$ cat src/include/fifo_defs.svh
/*
 * Size constants for the packet FIFO. Include this wherever the depth or
 * the payload width is needed; the package includes it for its types.
 */

`ifndef FIFO_DEFS_SVH
`define FIFO_DEFS_SVH

// Number of entries the FIFO holds.
`define FIFO_DEPTH 16

// Address width, enough bits to index every entry.
`define FIFO_ADDR_W 4

// Width of the user payload.
// The stored word adds one parity bit on top of this.
`define FIFO_DATA_W 16

`endif

$ cat src/rtl/fifo_pkg.sv
/*
 * Shared types for the packet FIFO: memory address, occupancy count and
 * the stored entry. Modules refer to these by scoped name.
 */

`include "fifo_defs.svh"

package fifo_pkg;

  // Index into the entry storage.
  typedef logic [`FIFO_ADDR_W-1:0] addr_t;

  // One bit wider than the address so that a full FIFO can be counted.
  typedef logic [`FIFO_ADDR_W:0] count_t;

  // Word held in each memory bank.
  // Parity is even parity over the payload, formed on enqueue.
  typedef struct packed {
    logic                    parity;
    logic [`FIFO_DATA_W-1:0] payload;
  } entry_t;

endpackage

$ cat src/rtl/mem_1rw_sync.sv
/*
 * Single-port synchronous RAM bank. One access per cycle, either a write
 * or a read whose word appears on data_o after the clock edge.
 */

`timescale 1ns/1ps

module mem_1rw_sync
  #(parameter type data_t = logic [7:0]
   ,parameter int els_p = 16
   )
  (input                   clk_i
  ,input                   v_i
  ,input                   w_i
  ,input  fifo_pkg::addr_t addr_i
  ,input  data_t           data_i
  ,output data_t           data_o
  );

  data_t mem_r [els_p];
  data_t data_r;

  // A read holds its word on the output until the next read.
  always_ff @(posedge clk_i)
  begin
    if (v_i)
    begin
      if (w_i)
        mem_r[addr_i] <= data_i;
      else
        data_r <= mem_r[addr_i];
    end
  end

  assign data_o = data_r;

endmodule

$ cat src/rtl/mem_1r1w_from_1rw.sv
/*
 * One-read, one-write memory built from two single-port banks. A bank-select
 * table tracks where each address was last written so reads find their data.
 */

`timescale 1ns/1ps

`include "fifo_defs.svh"

module mem_1r1w_from_1rw
  (input                    clk_i
  ,input                    reset_i
  ,input                    w_v_i
  ,input  fifo_pkg::addr_t  w_addr_i
  ,input  fifo_pkg::entry_t w_data_i
  ,input                    r_v_i
  ,input  fifo_pkg::addr_t  r_addr_i
  ,output fifo_pkg::entry_t r_data_o
  );

  // One bit per address, naming the bank that holds its latest write.
  logic [`FIFO_DEPTH-1:0] bank_sel_r;
  logic                   rd_bank_r;

  logic                   r_bank;
  logic                   w_bank;

  logic [1:0]             bank_v;
  logic [1:0]             bank_w;
  fifo_pkg::addr_t        bank_addr [2];
  fifo_pkg::entry_t       bank_data [2];

  assign r_bank = bank_sel_r[r_addr_i];

  // When a read is active the write takes the other bank. Otherwise it
  // simply alternates with whatever that address held before.
  assign w_bank = r_v_i ? ~r_bank : ~bank_sel_r[w_addr_i];

  always_ff @(posedge clk_i)
  begin
    if (reset_i)
      bank_sel_r <= '0;
    else if (w_v_i)
      bank_sel_r[w_addr_i] <= w_bank;
  end

  // Bank data is registered, so the output mux must use last cycle's choice.
  always_ff @(posedge clk_i)
  begin
    if (reset_i)
      rd_bank_r <= 1'b0;
    else if (r_v_i)
      rd_bank_r <= r_bank;
  end

  for (genvar b = 0; b < 2; b++)
  begin : g_bank
    assign bank_w[b]    = w_v_i & (w_bank == 1'(b));
    assign bank_v[b]    = bank_w[b] | (r_v_i & (r_bank == 1'(b)));
    assign bank_addr[b] = bank_w[b] ? w_addr_i : r_addr_i;

    mem_1rw_sync
      #(.data_t(fifo_pkg::entry_t)
       ,.els_p(`FIFO_DEPTH)
       )
      bank
      (.clk_i (clk_i)
      ,.v_i   (bank_v[b])
      ,.w_i   (bank_w[b])
      ,.addr_i(bank_addr[b])
      ,.data_i(w_data_i)
      ,.data_o(bank_data[b])
      );
  end

  assign r_data_o = rd_bank_r ? bank_data[1] : bank_data[0];

endmodule

$ cat src/rtl/fifo_ctrl.sv
/*
 * FIFO controller. Turns enqueue and dequeue strobes into memory requests
 * and keeps the pointers and occupancy; strobes that cannot be served are dropped.
 */

`timescale 1ns/1ps

`include "fifo_defs.svh"

module fifo_ctrl
  (input                   clk_i
  ,input                   reset_i
  ,input                   enq_i
  ,input                   deq_i
  ,output logic            w_v_o
  ,output fifo_pkg::addr_t w_addr_o
  ,output logic            r_v_o
  ,output fifo_pkg::addr_t r_addr_o
  ,output fifo_pkg::count_t count_o
  ,output logic            full_o
  ,output logic            empty_o
  );

  fifo_pkg::addr_t  wptr_r;
  fifo_pkg::addr_t  rptr_r;
  fifo_pkg::count_t count_r;

  logic enq_ok;
  logic deq_ok;

  function automatic fifo_pkg::addr_t next_ptr(input fifo_pkg::addr_t ptr);
    if (ptr == fifo_pkg::addr_t'(`FIFO_DEPTH - 1))
      next_ptr = '0;
    else
      next_ptr = ptr + 1'b1;
  endfunction

  assign full_o  = (count_r == fifo_pkg::count_t'(`FIFO_DEPTH));
  assign empty_o = (count_r == '0);
  assign count_o = count_r;

  assign enq_ok = enq_i & ~full_o;
  assign deq_ok = deq_i & ~empty_o;

  // The pointers differ whenever both requests are issued.
  assign w_v_o    = enq_ok;
  assign w_addr_o = wptr_r;
  assign r_v_o    = deq_ok;
  assign r_addr_o = rptr_r;

  always_ff @(posedge clk_i)
  begin
    if (reset_i)
    begin
      wptr_r  <= '0;
      rptr_r  <= '0;
      count_r <= '0;
    end
    else
    begin
      if (enq_ok)
        wptr_r <= next_ptr(wptr_r);
      if (deq_ok)
        rptr_r <= next_ptr(rptr_r);
      case ({enq_ok, deq_ok})
        2'b10:   count_r <= count_r + 1'b1;
        2'b01:   count_r <= count_r - 1'b1;
        default: count_r <= count_r;
      endcase
    end
  end

endmodule

$ cat src/rtl/fifo_1r1w_top.sv
/*
 * Packet FIFO top level. Enqueue and dequeue are single-cycle strobes; a
 * dequeued word appears with deq_v_o one cycle after the accepted deq_i.
 */

`timescale 1ns/1ps

`include "fifo_defs.svh"

module fifo_1r1w_top
  (input                           clk_i
  ,input                           reset_i
  ,input                           enq_i
  ,input        [`FIFO_DATA_W-1:0] enq_data_i
  ,input                           deq_i
  ,output logic                    deq_v_o
  ,output logic [`FIFO_DATA_W-1:0] deq_data_o
  ,output logic                    parity_err_o
  ,output fifo_pkg::count_t        count_o
  ,output logic                    full_o
  ,output logic                    empty_o
  );

  logic             w_v;
  fifo_pkg::addr_t  w_addr;
  fifo_pkg::entry_t w_data;
  logic             r_v;
  fifo_pkg::addr_t  r_addr;
  fifo_pkg::entry_t r_data;

  fifo_ctrl ctrl
    (.clk_i   (clk_i)
    ,.reset_i (reset_i)
    ,.enq_i   (enq_i)
    ,.deq_i   (deq_i)
    ,.w_v_o   (w_v)
    ,.w_addr_o(w_addr)
    ,.r_v_o   (r_v)
    ,.r_addr_o(r_addr)
    ,.count_o (count_o)
    ,.full_o  (full_o)
    ,.empty_o (empty_o)
    );

  assign w_data.payload = enq_data_i;
  assign w_data.parity  = ^enq_data_i;

  mem_1r1w_from_1rw mem
    (.clk_i   (clk_i)
    ,.reset_i (reset_i)
    ,.w_v_i   (w_v)
    ,.w_addr_i(w_addr)
    ,.w_data_i(w_data)
    ,.r_v_i   (r_v)
    ,.r_addr_i(r_addr)
    ,.r_data_o(r_data)
    );

  // Memory read latency is one cycle, so the read request lines up here.
  always_ff @(posedge clk_i)
  begin
    if (reset_i)
      deq_v_o <= 1'b0;
    else
      deq_v_o <= r_v;
  end

  assign deq_data_o   = r_data.payload;
  assign parity_err_o = deq_v_o & (r_data.parity != ^r_data.payload);

endmodule

$ cat config.mk
export PLATFORM = sky130hd
export DESIGN_NAME = fifo_1r1w_top
export DESIGN_NICKNAME = d
export VERILOG_FILES = /design/src/rtl/fifo_pkg.sv /design/src/rtl/mem_1rw_sync.sv /design/src/rtl/mem_1r1w_from_1rw.sv /design/src/rtl/fifo_ctrl.sv /design/src/rtl/fifo_1r1w_top.sv
export VERILOG_INCLUDE_DIRS = /design/src /design/src/include
export SDC_FILE = /design/constraint.sdc
export NUM_CORES = 1
export LEC_CHECK = 0
export BUFFER_PORTS_ARGS = -buffer_cell sky130_fd_sc_hd__clkbuf_2
export CAP_MARGIN = 0
export CORE_MARGIN = 3
export CORE_UTILIZATION = 53
export CTS_CLUSTER_SIZE = 40
export DETAILED_ROUTE_END_ITERATION = 8
export PLACE_DENSITY_LB_ADDON = 0.08
export SKIP_LAST_GASP = 1
export SLEW_MARGIN = 30
export SYNTH_ARGS = -nofsm -noshare
export SYNTH_HDL_FRONTEND = slang
export SYNTH_SLANG_ARGS = --single-unit
$ cat constraint.sdc
create_clock -name clk_i -period 3.31 [get_ports clk_i]
set_input_delay 0.331 -clock clk_i [delete_from_list [all_inputs] [get_ports clk_i]]
set_output_delay 0.331 -clock clk_i [all_outputs]
set_load 0.01 [all_outputs]
Word-level counts from Yosys, hierarchy flattened
Memory sizes are Yosys's and may differ from the RTL's. A register that Yosys moved wholly into a read port is not among the register bits.
Cells that the tools add are included.
{"block": "op_classes", "n_addsub": 4, "multipliers": 0, "div": 0, "order_cmp": 3, "eq_ne": 6, "shifts": 0, "n_mux": 20, "bitwise": 16, "reduce_logical": 7}
{"cell": "$reduce_xor A16 Y1", "n": 2}
{"cell": "$mux W17", "n": 1}
{"cell": "$bwmux W16", "n": 1}
{"cell": "$mux W4", "n": 4}
{"cell": "$lt A4 B5 Y1 const B", "n": 2}
{"cell": "$mux W1", "n": 10}
{"cell": "$pmux W5 S2", "n": 1}
{"cell": "$add A4 B1 Y4 const B", "n": 2}
{"cell": "$bmux W1 S4", "n": 2}
{"cell": "$eq A4 B4 Y1 const B", "n": 2}
{"cell": "$and A1 B1 Y1", "n": 7}
{"cell": "$not A1 Y1", "n": 7}
{"cell": "$add A5 B1 Y5 const B", "n": 1}
{"cell": "$eq A5 B5 Y1 const B", "n": 1}
{"cell": "$logic_not A5 Y1", "n": 1}
{"cell": "$sub A5 B1 Y5 const B", "n": 1}
{"cell": "$demux W1 S4", "n": 1}
{"cell": "$ge A4 B1 Y1 const B", "n": 1}
{"cell": "$reduce_and A2 Y1", "n": 2}
{"cell": "$eq A2 B1 Y1 const B", "n": 1}
{"cell": "$eq A2 B2 Y1 const B", "n": 1}
{"cell": "$or A1 B1 Y1", "n": 2}
{"cell": "$reduce_bool A2 Y1", "n": 1}
{"cell": "$logic_and A1 B1 Y1", "n": 1}
{"cell": "$ne A1 B1 Y1", "n": 1}
{"block": "totals", "register_bits": 31, "latch_bits": 0, "ramBits": 544, "mem_bits_ro": 0, "inputBits": 20, "out_inout_bits": 25, "word_cells": 64, "mem_count": 2}
{"name": "mem.g_bank[0].bank.mem_r", "words": 16, "width": 17, "rd": 1, "rd_ports_with_merged_regs": 1, "wr": 1, "line": "mem_1rw_sync.sv:20", "text": "data_t mem_r [els_p];"}
{"name": "mem.g_bank[1].bank.mem_r", "words": 16, "width": 17, "rd": 1, "rd_ports_with_merged_regs": 1, "wr": 1, "line": "mem_1rw_sync.sv:20"}

Logic depth before layout (Yosys ltp)
{"block": "depth", "word_depth": 9, "mapped_depth": 16, "ltp_nobuf": 13}

Hierarchy
A second synthesis with hierarchy kept.
{"block": "unflattened", "hier_cells": 1181, "area_unflattened_um2": 24305.8}
{"module": "mem_1rw_sync", "instances": 2, "cells_each": 462, "area_per_inst_um2": 10934.2, "seq_area_each_um2": 8678.3}
{"module": "mem_1r1w_from_1rw", "instances": 1, "cells_each": 138, "area_per_inst_um2": 1356.3, "seq_area_each_um2": 340.3}
{"module": "fifo_ctrl", "instances": 1, "cells_each": 85, "area_per_inst_um2": 758.2, "seq_area_each_um2": 260.2}
{"module": "fifo_1r1w_top", "instances": 1, "cells_each": 34, "area_per_inst_um2": 322.8, "seq_area_each_um2": 20.0}

Worst setup path after synthesis
Ideal clock, no wire load.
{"block": "synth_timing", "path_kind": "register -> register", "from": "register ctrl.count_r[2] (netlist: ctrl.count_o[2])", "to": "memory mem.g_bank[0].bank.mem_r[12][0] (netlist bit), enable pin", "setup_time_ns": 0.390, "arrival_time_ns": 3.286, "t_required_ns": 2.920, "path_slack_ns": -0.367, "path_stages_with_launch": 11, "n_path_buf": 3, "period_less_slack_ns": 3.677, "cell_sequence": "dfxtp_1 > buf_6 > or4_4 > o21ai_4 > inv_2 > a221o_2 > a21oi_4 > buf_2 > buf_1 > nand2_1 > nor2_1"}
{"block": "synth_between", "elab_chain_len": 9, "elab_cells_between_ends": 15, "cone_classes": "1 x eq/ne; 5 x mux; 8 x bitwise; 1 x reduce/logical"}
{"item": "start, declared", "line": "fifo_ctrl.sv:26", "text": "fifo_pkg::count_t count_r;"}
{"item": "start signal, assigned", "line": "fifo_ctrl.sv:66", "text": "2'b10: count_r <= count_r + 1'b1;"}
{"item": "start signal, assigned", "line": "fifo_ctrl.sv:67", "text": "2'b01: count_r <= count_r - 1'b1;"}
{"item": "start signal, assigned", "line": "fifo_ctrl.sv:68", "text": "default: count_r <= count_r;"}
{"item": "$logic_not A5 Y1 (*)", "line": "fifo_ctrl.sv:39", "text": "assign empty_o = (count_r == '0);"}
{"item": "$not A1 Y1 (*)", "line": "fifo_ctrl.sv:43", "text": "assign deq_ok = deq_i & ~empty_o;"}
{"item": "$and A1 B1 Y1 (*)", "line": "fifo_ctrl.sv:43"}
{"item": "net ctrl.r_v_o", "line": "fifo_ctrl.sv:17", "text": ",output logic r_v_o"}
{"item": "$mux W1", "line": "mem_1r1w_from_1rw.sv:37", "text": "assign w_bank = r_v_i ? ~r_bank : ~bank_sel_r[w_addr_i];"}
{"item": "$not A1 Y1", "line": "mem_1r1w_from_1rw.sv:58", "text": "assign bank_w[b] = w_v_i & (w_bank == 1'(b));"}
{"item": "$and A1 B1 Y1", "line": "mem_1r1w_from_1rw.sv:58"}
{"item": "$mux W1 or $or A1 B1 Y1 (tied branches)", "line": "mem_1rw_sync.sv:28, mem_1r1w_from_1rw.sv:59"}
{"item": "$mux W1", "line": "mem_1rw_sync.sv:26", "text": "if (v_i)"}
{"item": "$mux W1 (not written as such)", "line": "mem_1rw_sync.sv:29", "text": "mem_r[addr_i] <= data_i;"}
{"item": "end, declared", "line": "mem_1rw_sync.sv:20"}
Mark *: on every way through the listed nets, which the timed path passes. The rest lies on a longest branch.

Worst setup path in the final report
{"block": "layout_timing", "from": "register mem.g_bank[0].bank.data_r (netlist bit mem.g_bank[0].bank.data_o[6])", "to": "output port parity_err_o"}
{"block": "layout_between", "elab_chain_len": 4}
{"item": "start, declared", "line": "mem_1rw_sync.sv:21", "text": "data_t data_r;"}
{"item": "start signal, assigned", "line": "mem_1rw_sync.sv:31", "text": "data_r <= mem_r[addr_i];"}
{"item": "$mux W17", "line": "mem_1r1w_from_1rw.sv:76", "text": "assign r_data_o = rd_bank_r ? bank_data[1] : bank_data[0];"}
{"item": "$reduce_xor A16 Y1", "line": "fifo_1r1w_top.sv:69", "text": "assign parity_err_o = deq_v_o & (r_data.parity != ^r_data.payload);"}
{"item": "$ne A1 B1 Y1", "line": "fifo_1r1w_top.sv:69"}
{"item": "$and A1 B1 Y1", "line": "fifo_1r1w_top.sv:69"}
{"item": "end, declared", "line": "fifo_1r1w_top.sv:18", "text": ",output logic parity_err_o"}
No other way between the ends.

==> flow_summary.json <==
{
  "drt-total-wl_microns": 91140,
  "nets": 2579,
  "syn_area_sq_um": 27610,
  "track_usage_pct": 31.65,
  "yosysSeqAreaShare_pct": 65.12,
  "critical_path_arrival_ns": 3.19,
  "ant_nets": 0,
  "vdd_drop_max_mv": 0.6495,
  "die_h_microns": 234.2,
  "max-cap-violations": 0,
  "initial_core_util_pct": 53.70,
  "failed_checks": "negative setup slack",
  "place_hpwl_microns": 50520,
  "dr.first_iter.drc_count": 2841,
  "worst_r2r_path_depth": 11,
  "crit_path_start": "mem.g_bank[0].bank.data_o[6]$_DFFE_PP_",
  "cts_tree": "done",
  "p_per_area_nw_per_um2": 688.6,
  "rsz0062_at_grt": "true",
  "grt_pass1_wl_microns": 127300,
  "drtPass1Iterations": 6,
  "htree_levels": 3,
  "fin_skew_ns": 0.02458,
  "synth-edff-count": 578,
  "post-place-cells": 3114,
  "leakage_nw": 11.70,
  "drv_slew": 0,
  "cts-buffers-inserted": 66,
  "crit_path_start_kind": "flip-flop",
  "reg2reg_slack_ns": -0.06,
  "hp-class": "input port to flip-flop",
  "io_buffers": 44,
  "routedWlPerCell_microns": 27.75,
  "max_clock_freq_mhz": 283.7,
  "r2r-end": "mem.g_bank[1].bank.data_o[0]$_DFFE_PP_",
  "antenna_found_initial": 2,
  "layout_common_cells": "edfxtp_1 (578), o21ai_0 (310), nand2_1 (308), inv_1 (208), o22ai_1 (204)",
  "finalPower_mw": 23.30,
  "end_kind": "primary output",
  "finalCriticalPeriod_ns": 3.525,
  "outcome": "complete, but fails checks",
  "hold_slack_ns": 0.2551,
  "final-hold-violation-count": 0,
  "vias": 21270,
  "crit_fanout": 2,
  "worstReg2RegStart": "ctrl.count_o[0]$_SDFFE_PP0P_",
  "layout_commonest_cell": "edfxtp_1",
  "place_ws_ns": -0.1501,
  "final_cells": 3284,
  "yosys.cell_types.count": 61,
  "synthCells": 2357,
  "core-area_sq_um": 51410,
  "clockBufferDepth": 3,
  "worst_pin_slew_ns": 1.028,
  "async_flop_share_pct": 0,
  "synthToLayoutAreaGrowth_pct": 22.56,
  "ios": 45,
  "vias_per_cell": 6.476,
  "clk_pin_slew_ns": 0.06,
  "layout_setup_ws_ns": -0.2154,
  "die_w_microns": 234.2,
  "yosys_warnings": 0,
  "drive_gt1_share_pct": 21.55,
  "setup_viol": 4,
  "gp_congestion": 0.8901,
  "dieArea_sq_um": 54860,
  "drc": 0,
  "cts_sinks": 609,
  "syn_avg_cell_area_sq_um": 11.71,
  "placed_cell_area_sq_um": 30600,
  "root_buffer": "clkbuf_16",
  "grt_pass1_vias": 19820,
  "clock_latency_ns": 0.62,
  "rows": 83,
  "grt_overflow": 0,
  "syn-num-nets": 2385,
  "cp-endpoint": "parity_err_o",
  "fin_crit_sh_pct": 106.5,
  "critPathKind": "flip-flop to primary output",
  "num-fill-cells": 3789,
  "grt_max_degree": 70,
  "required_ns": 2.98,
  "postLayoutCellArea_sq_um": 33840,
  "synth_flop_cell": "edfxtp_1",
  "slew_headroom_pct": 31.49,
  "ys_seq_elements": 609
}
-- stage by stage --
stage	setup TNS (ns)	utilization (%)
after detailed placement	-0.7714	59.52
after global placement	-0.6992	59.52
final	-0.3325	65.82
after global routing	-1.085	65.81
after floorplan	-9.990	-
after CTS	-0.2330	64.08
-- power by group --
part / leakage (nW) / switching (mW) / internal (mW) / total (mW)
combinational: 5.22 / 4.21 / 2.70 / 6.91
clock: 1.01 / 3.07 / 4.13 / 7.20
sequential: 5.47 / 0.212 / 8.97 / 9.19
total: 11.7 / 7.49 / 15.8 / 23.3
-- layout make-up --
| class | count | area (sq um) | share of cell area, % |
|---|---|---|---|
| multi-input cells | 1348 | 8589 | 25.39 |
| clock buffers | 80 | 1725 | 5.099 |
| well taps | 680 | 850.8 | 2.515 |
| repair buffers | 315 | 3531 | 10.44 |
| inverters | 211 | 794.5 | 2.348 |
| diodes | 1 | 2.502 | 0.007396 |
| flip-flops and latches | 609 | 17990 | 53.17 |
| clock inverters | 40 | 350.3 | 1.035 |
-- worst min-delay path by stage --
stage | start | endpoint | slack [ns] | depth (start not counted)
floorplan | reset_i | mem.bank_sel_r[15]$_SDFFE_PP0P_ | 0.40 | 1
global placement | mem.bank_sel_r[0]$_SDFFE_PP0P_ | mem.bank_sel_r[0]$_SDFFE_PP0P_ | 0.48 | 2
detailed placement | mem.bank_sel_r[3]$_SDFFE_PP0P_ | mem.bank_sel_r[3]$_SDFFE_PP0P_ | 0.49 | 2
CTS | enq_data_i[14] | mem.g_bank[1].bank.mem_r[5][14]$_DFFE_PP_ | 0.003 | 1
global route | enq_data_i[2] | mem.g_bank[1].bank.mem_r[4][2]$_DFFE_PP_ | 0.23 | 1
finish | deq_i | deq_v_o$_SDFF_PP0_ | 0.26 | 5
-- worst max-delay path: stages, from the launching register on --
cell	delay (ns)
edfxtp_1	0.49
mux2_2	0.33
xor2_1	0.18
xnor3_2	0.31
xnor3_1	0.38
xnor3_1	0.28
xor3_2	0.32
and2_1	0.18
clkbuf_2	0.12
-- Yosys cell counts (all sizes together), types with 4 or more instances --
cell type	n	area, sq um
a21oi	30	165.2
a31oi	4	25.02
a41oi	68	595.6
and3	4	45.04
buf	52	322.8
clkbuf	141	535.5
dfxtp	31	620.6
edfxtp	578	17360
ha	8	100.1
inv	211	794.5
mux2	25	292.8
mux2i	9	93.84
mux4	4	90.09
nand2	308	1156
nand2b	6	37.54
nand4	4	25.02
nor2	68	255.2
nor2b	4	25.02
nor4	18	112.6
o2111ai	17	148.9
o211ai	68	510.5
o21ai	365	1846
o22ai	204	1276
o41ai	51	446.7
or3	4	25.02
or4	18	138.9
xnor2	16	140.1
xor2	12	105.1
-- routing by layer --
layer | routed length, microns | GRT usage [%]
met1 | 34240 | 42.46
met2 | 43010 | 50.38
met3 | 9916 | 7.240
met4 | 3984 | 12.57
met5 | 0 | 0
-- state kept, by name, summed over array words and instances, names as in the netlist --
name,cells
mem.bank_sel_r,16
mem.g_bank.bank.data_o,34
ctrl.count_o,5
mem.rd_bank_r,1
deq_v_o,1
ctrl.r_addr_o,4
mem.g_bank.bank.mem_r,544
ctrl.w_addr_o,4
-- repair_timing --
| action | in CTS | in global routing |
|---|---|---|
| endpoints found under the setup margin | 23 | 36 |
| cloned | 5 | 18 |
| endpoints found under the hold margin | 0 | 1 |
| resized for setup | 21 | 108 |
| pin swaps | 7 | 29 |
| buffers inserted | 4 | 22 |
| hold buffers | 0 | 1 |
-- cells by family (layout without fill, tap and decap cells) --
logic type	after synthesis	count (layout)	synth area share (%)
compound gates	820	822	18.61
xor+xnor	33	33	1.305
fa+ha+maj	8	8	0.3626
buf+inv	404	646	5.987
flops	609	609	65.12
mux	38	38	1.727
other cells	0	1	0
simple gates	445	447	6.884
(Power assumes the default switching activity.)
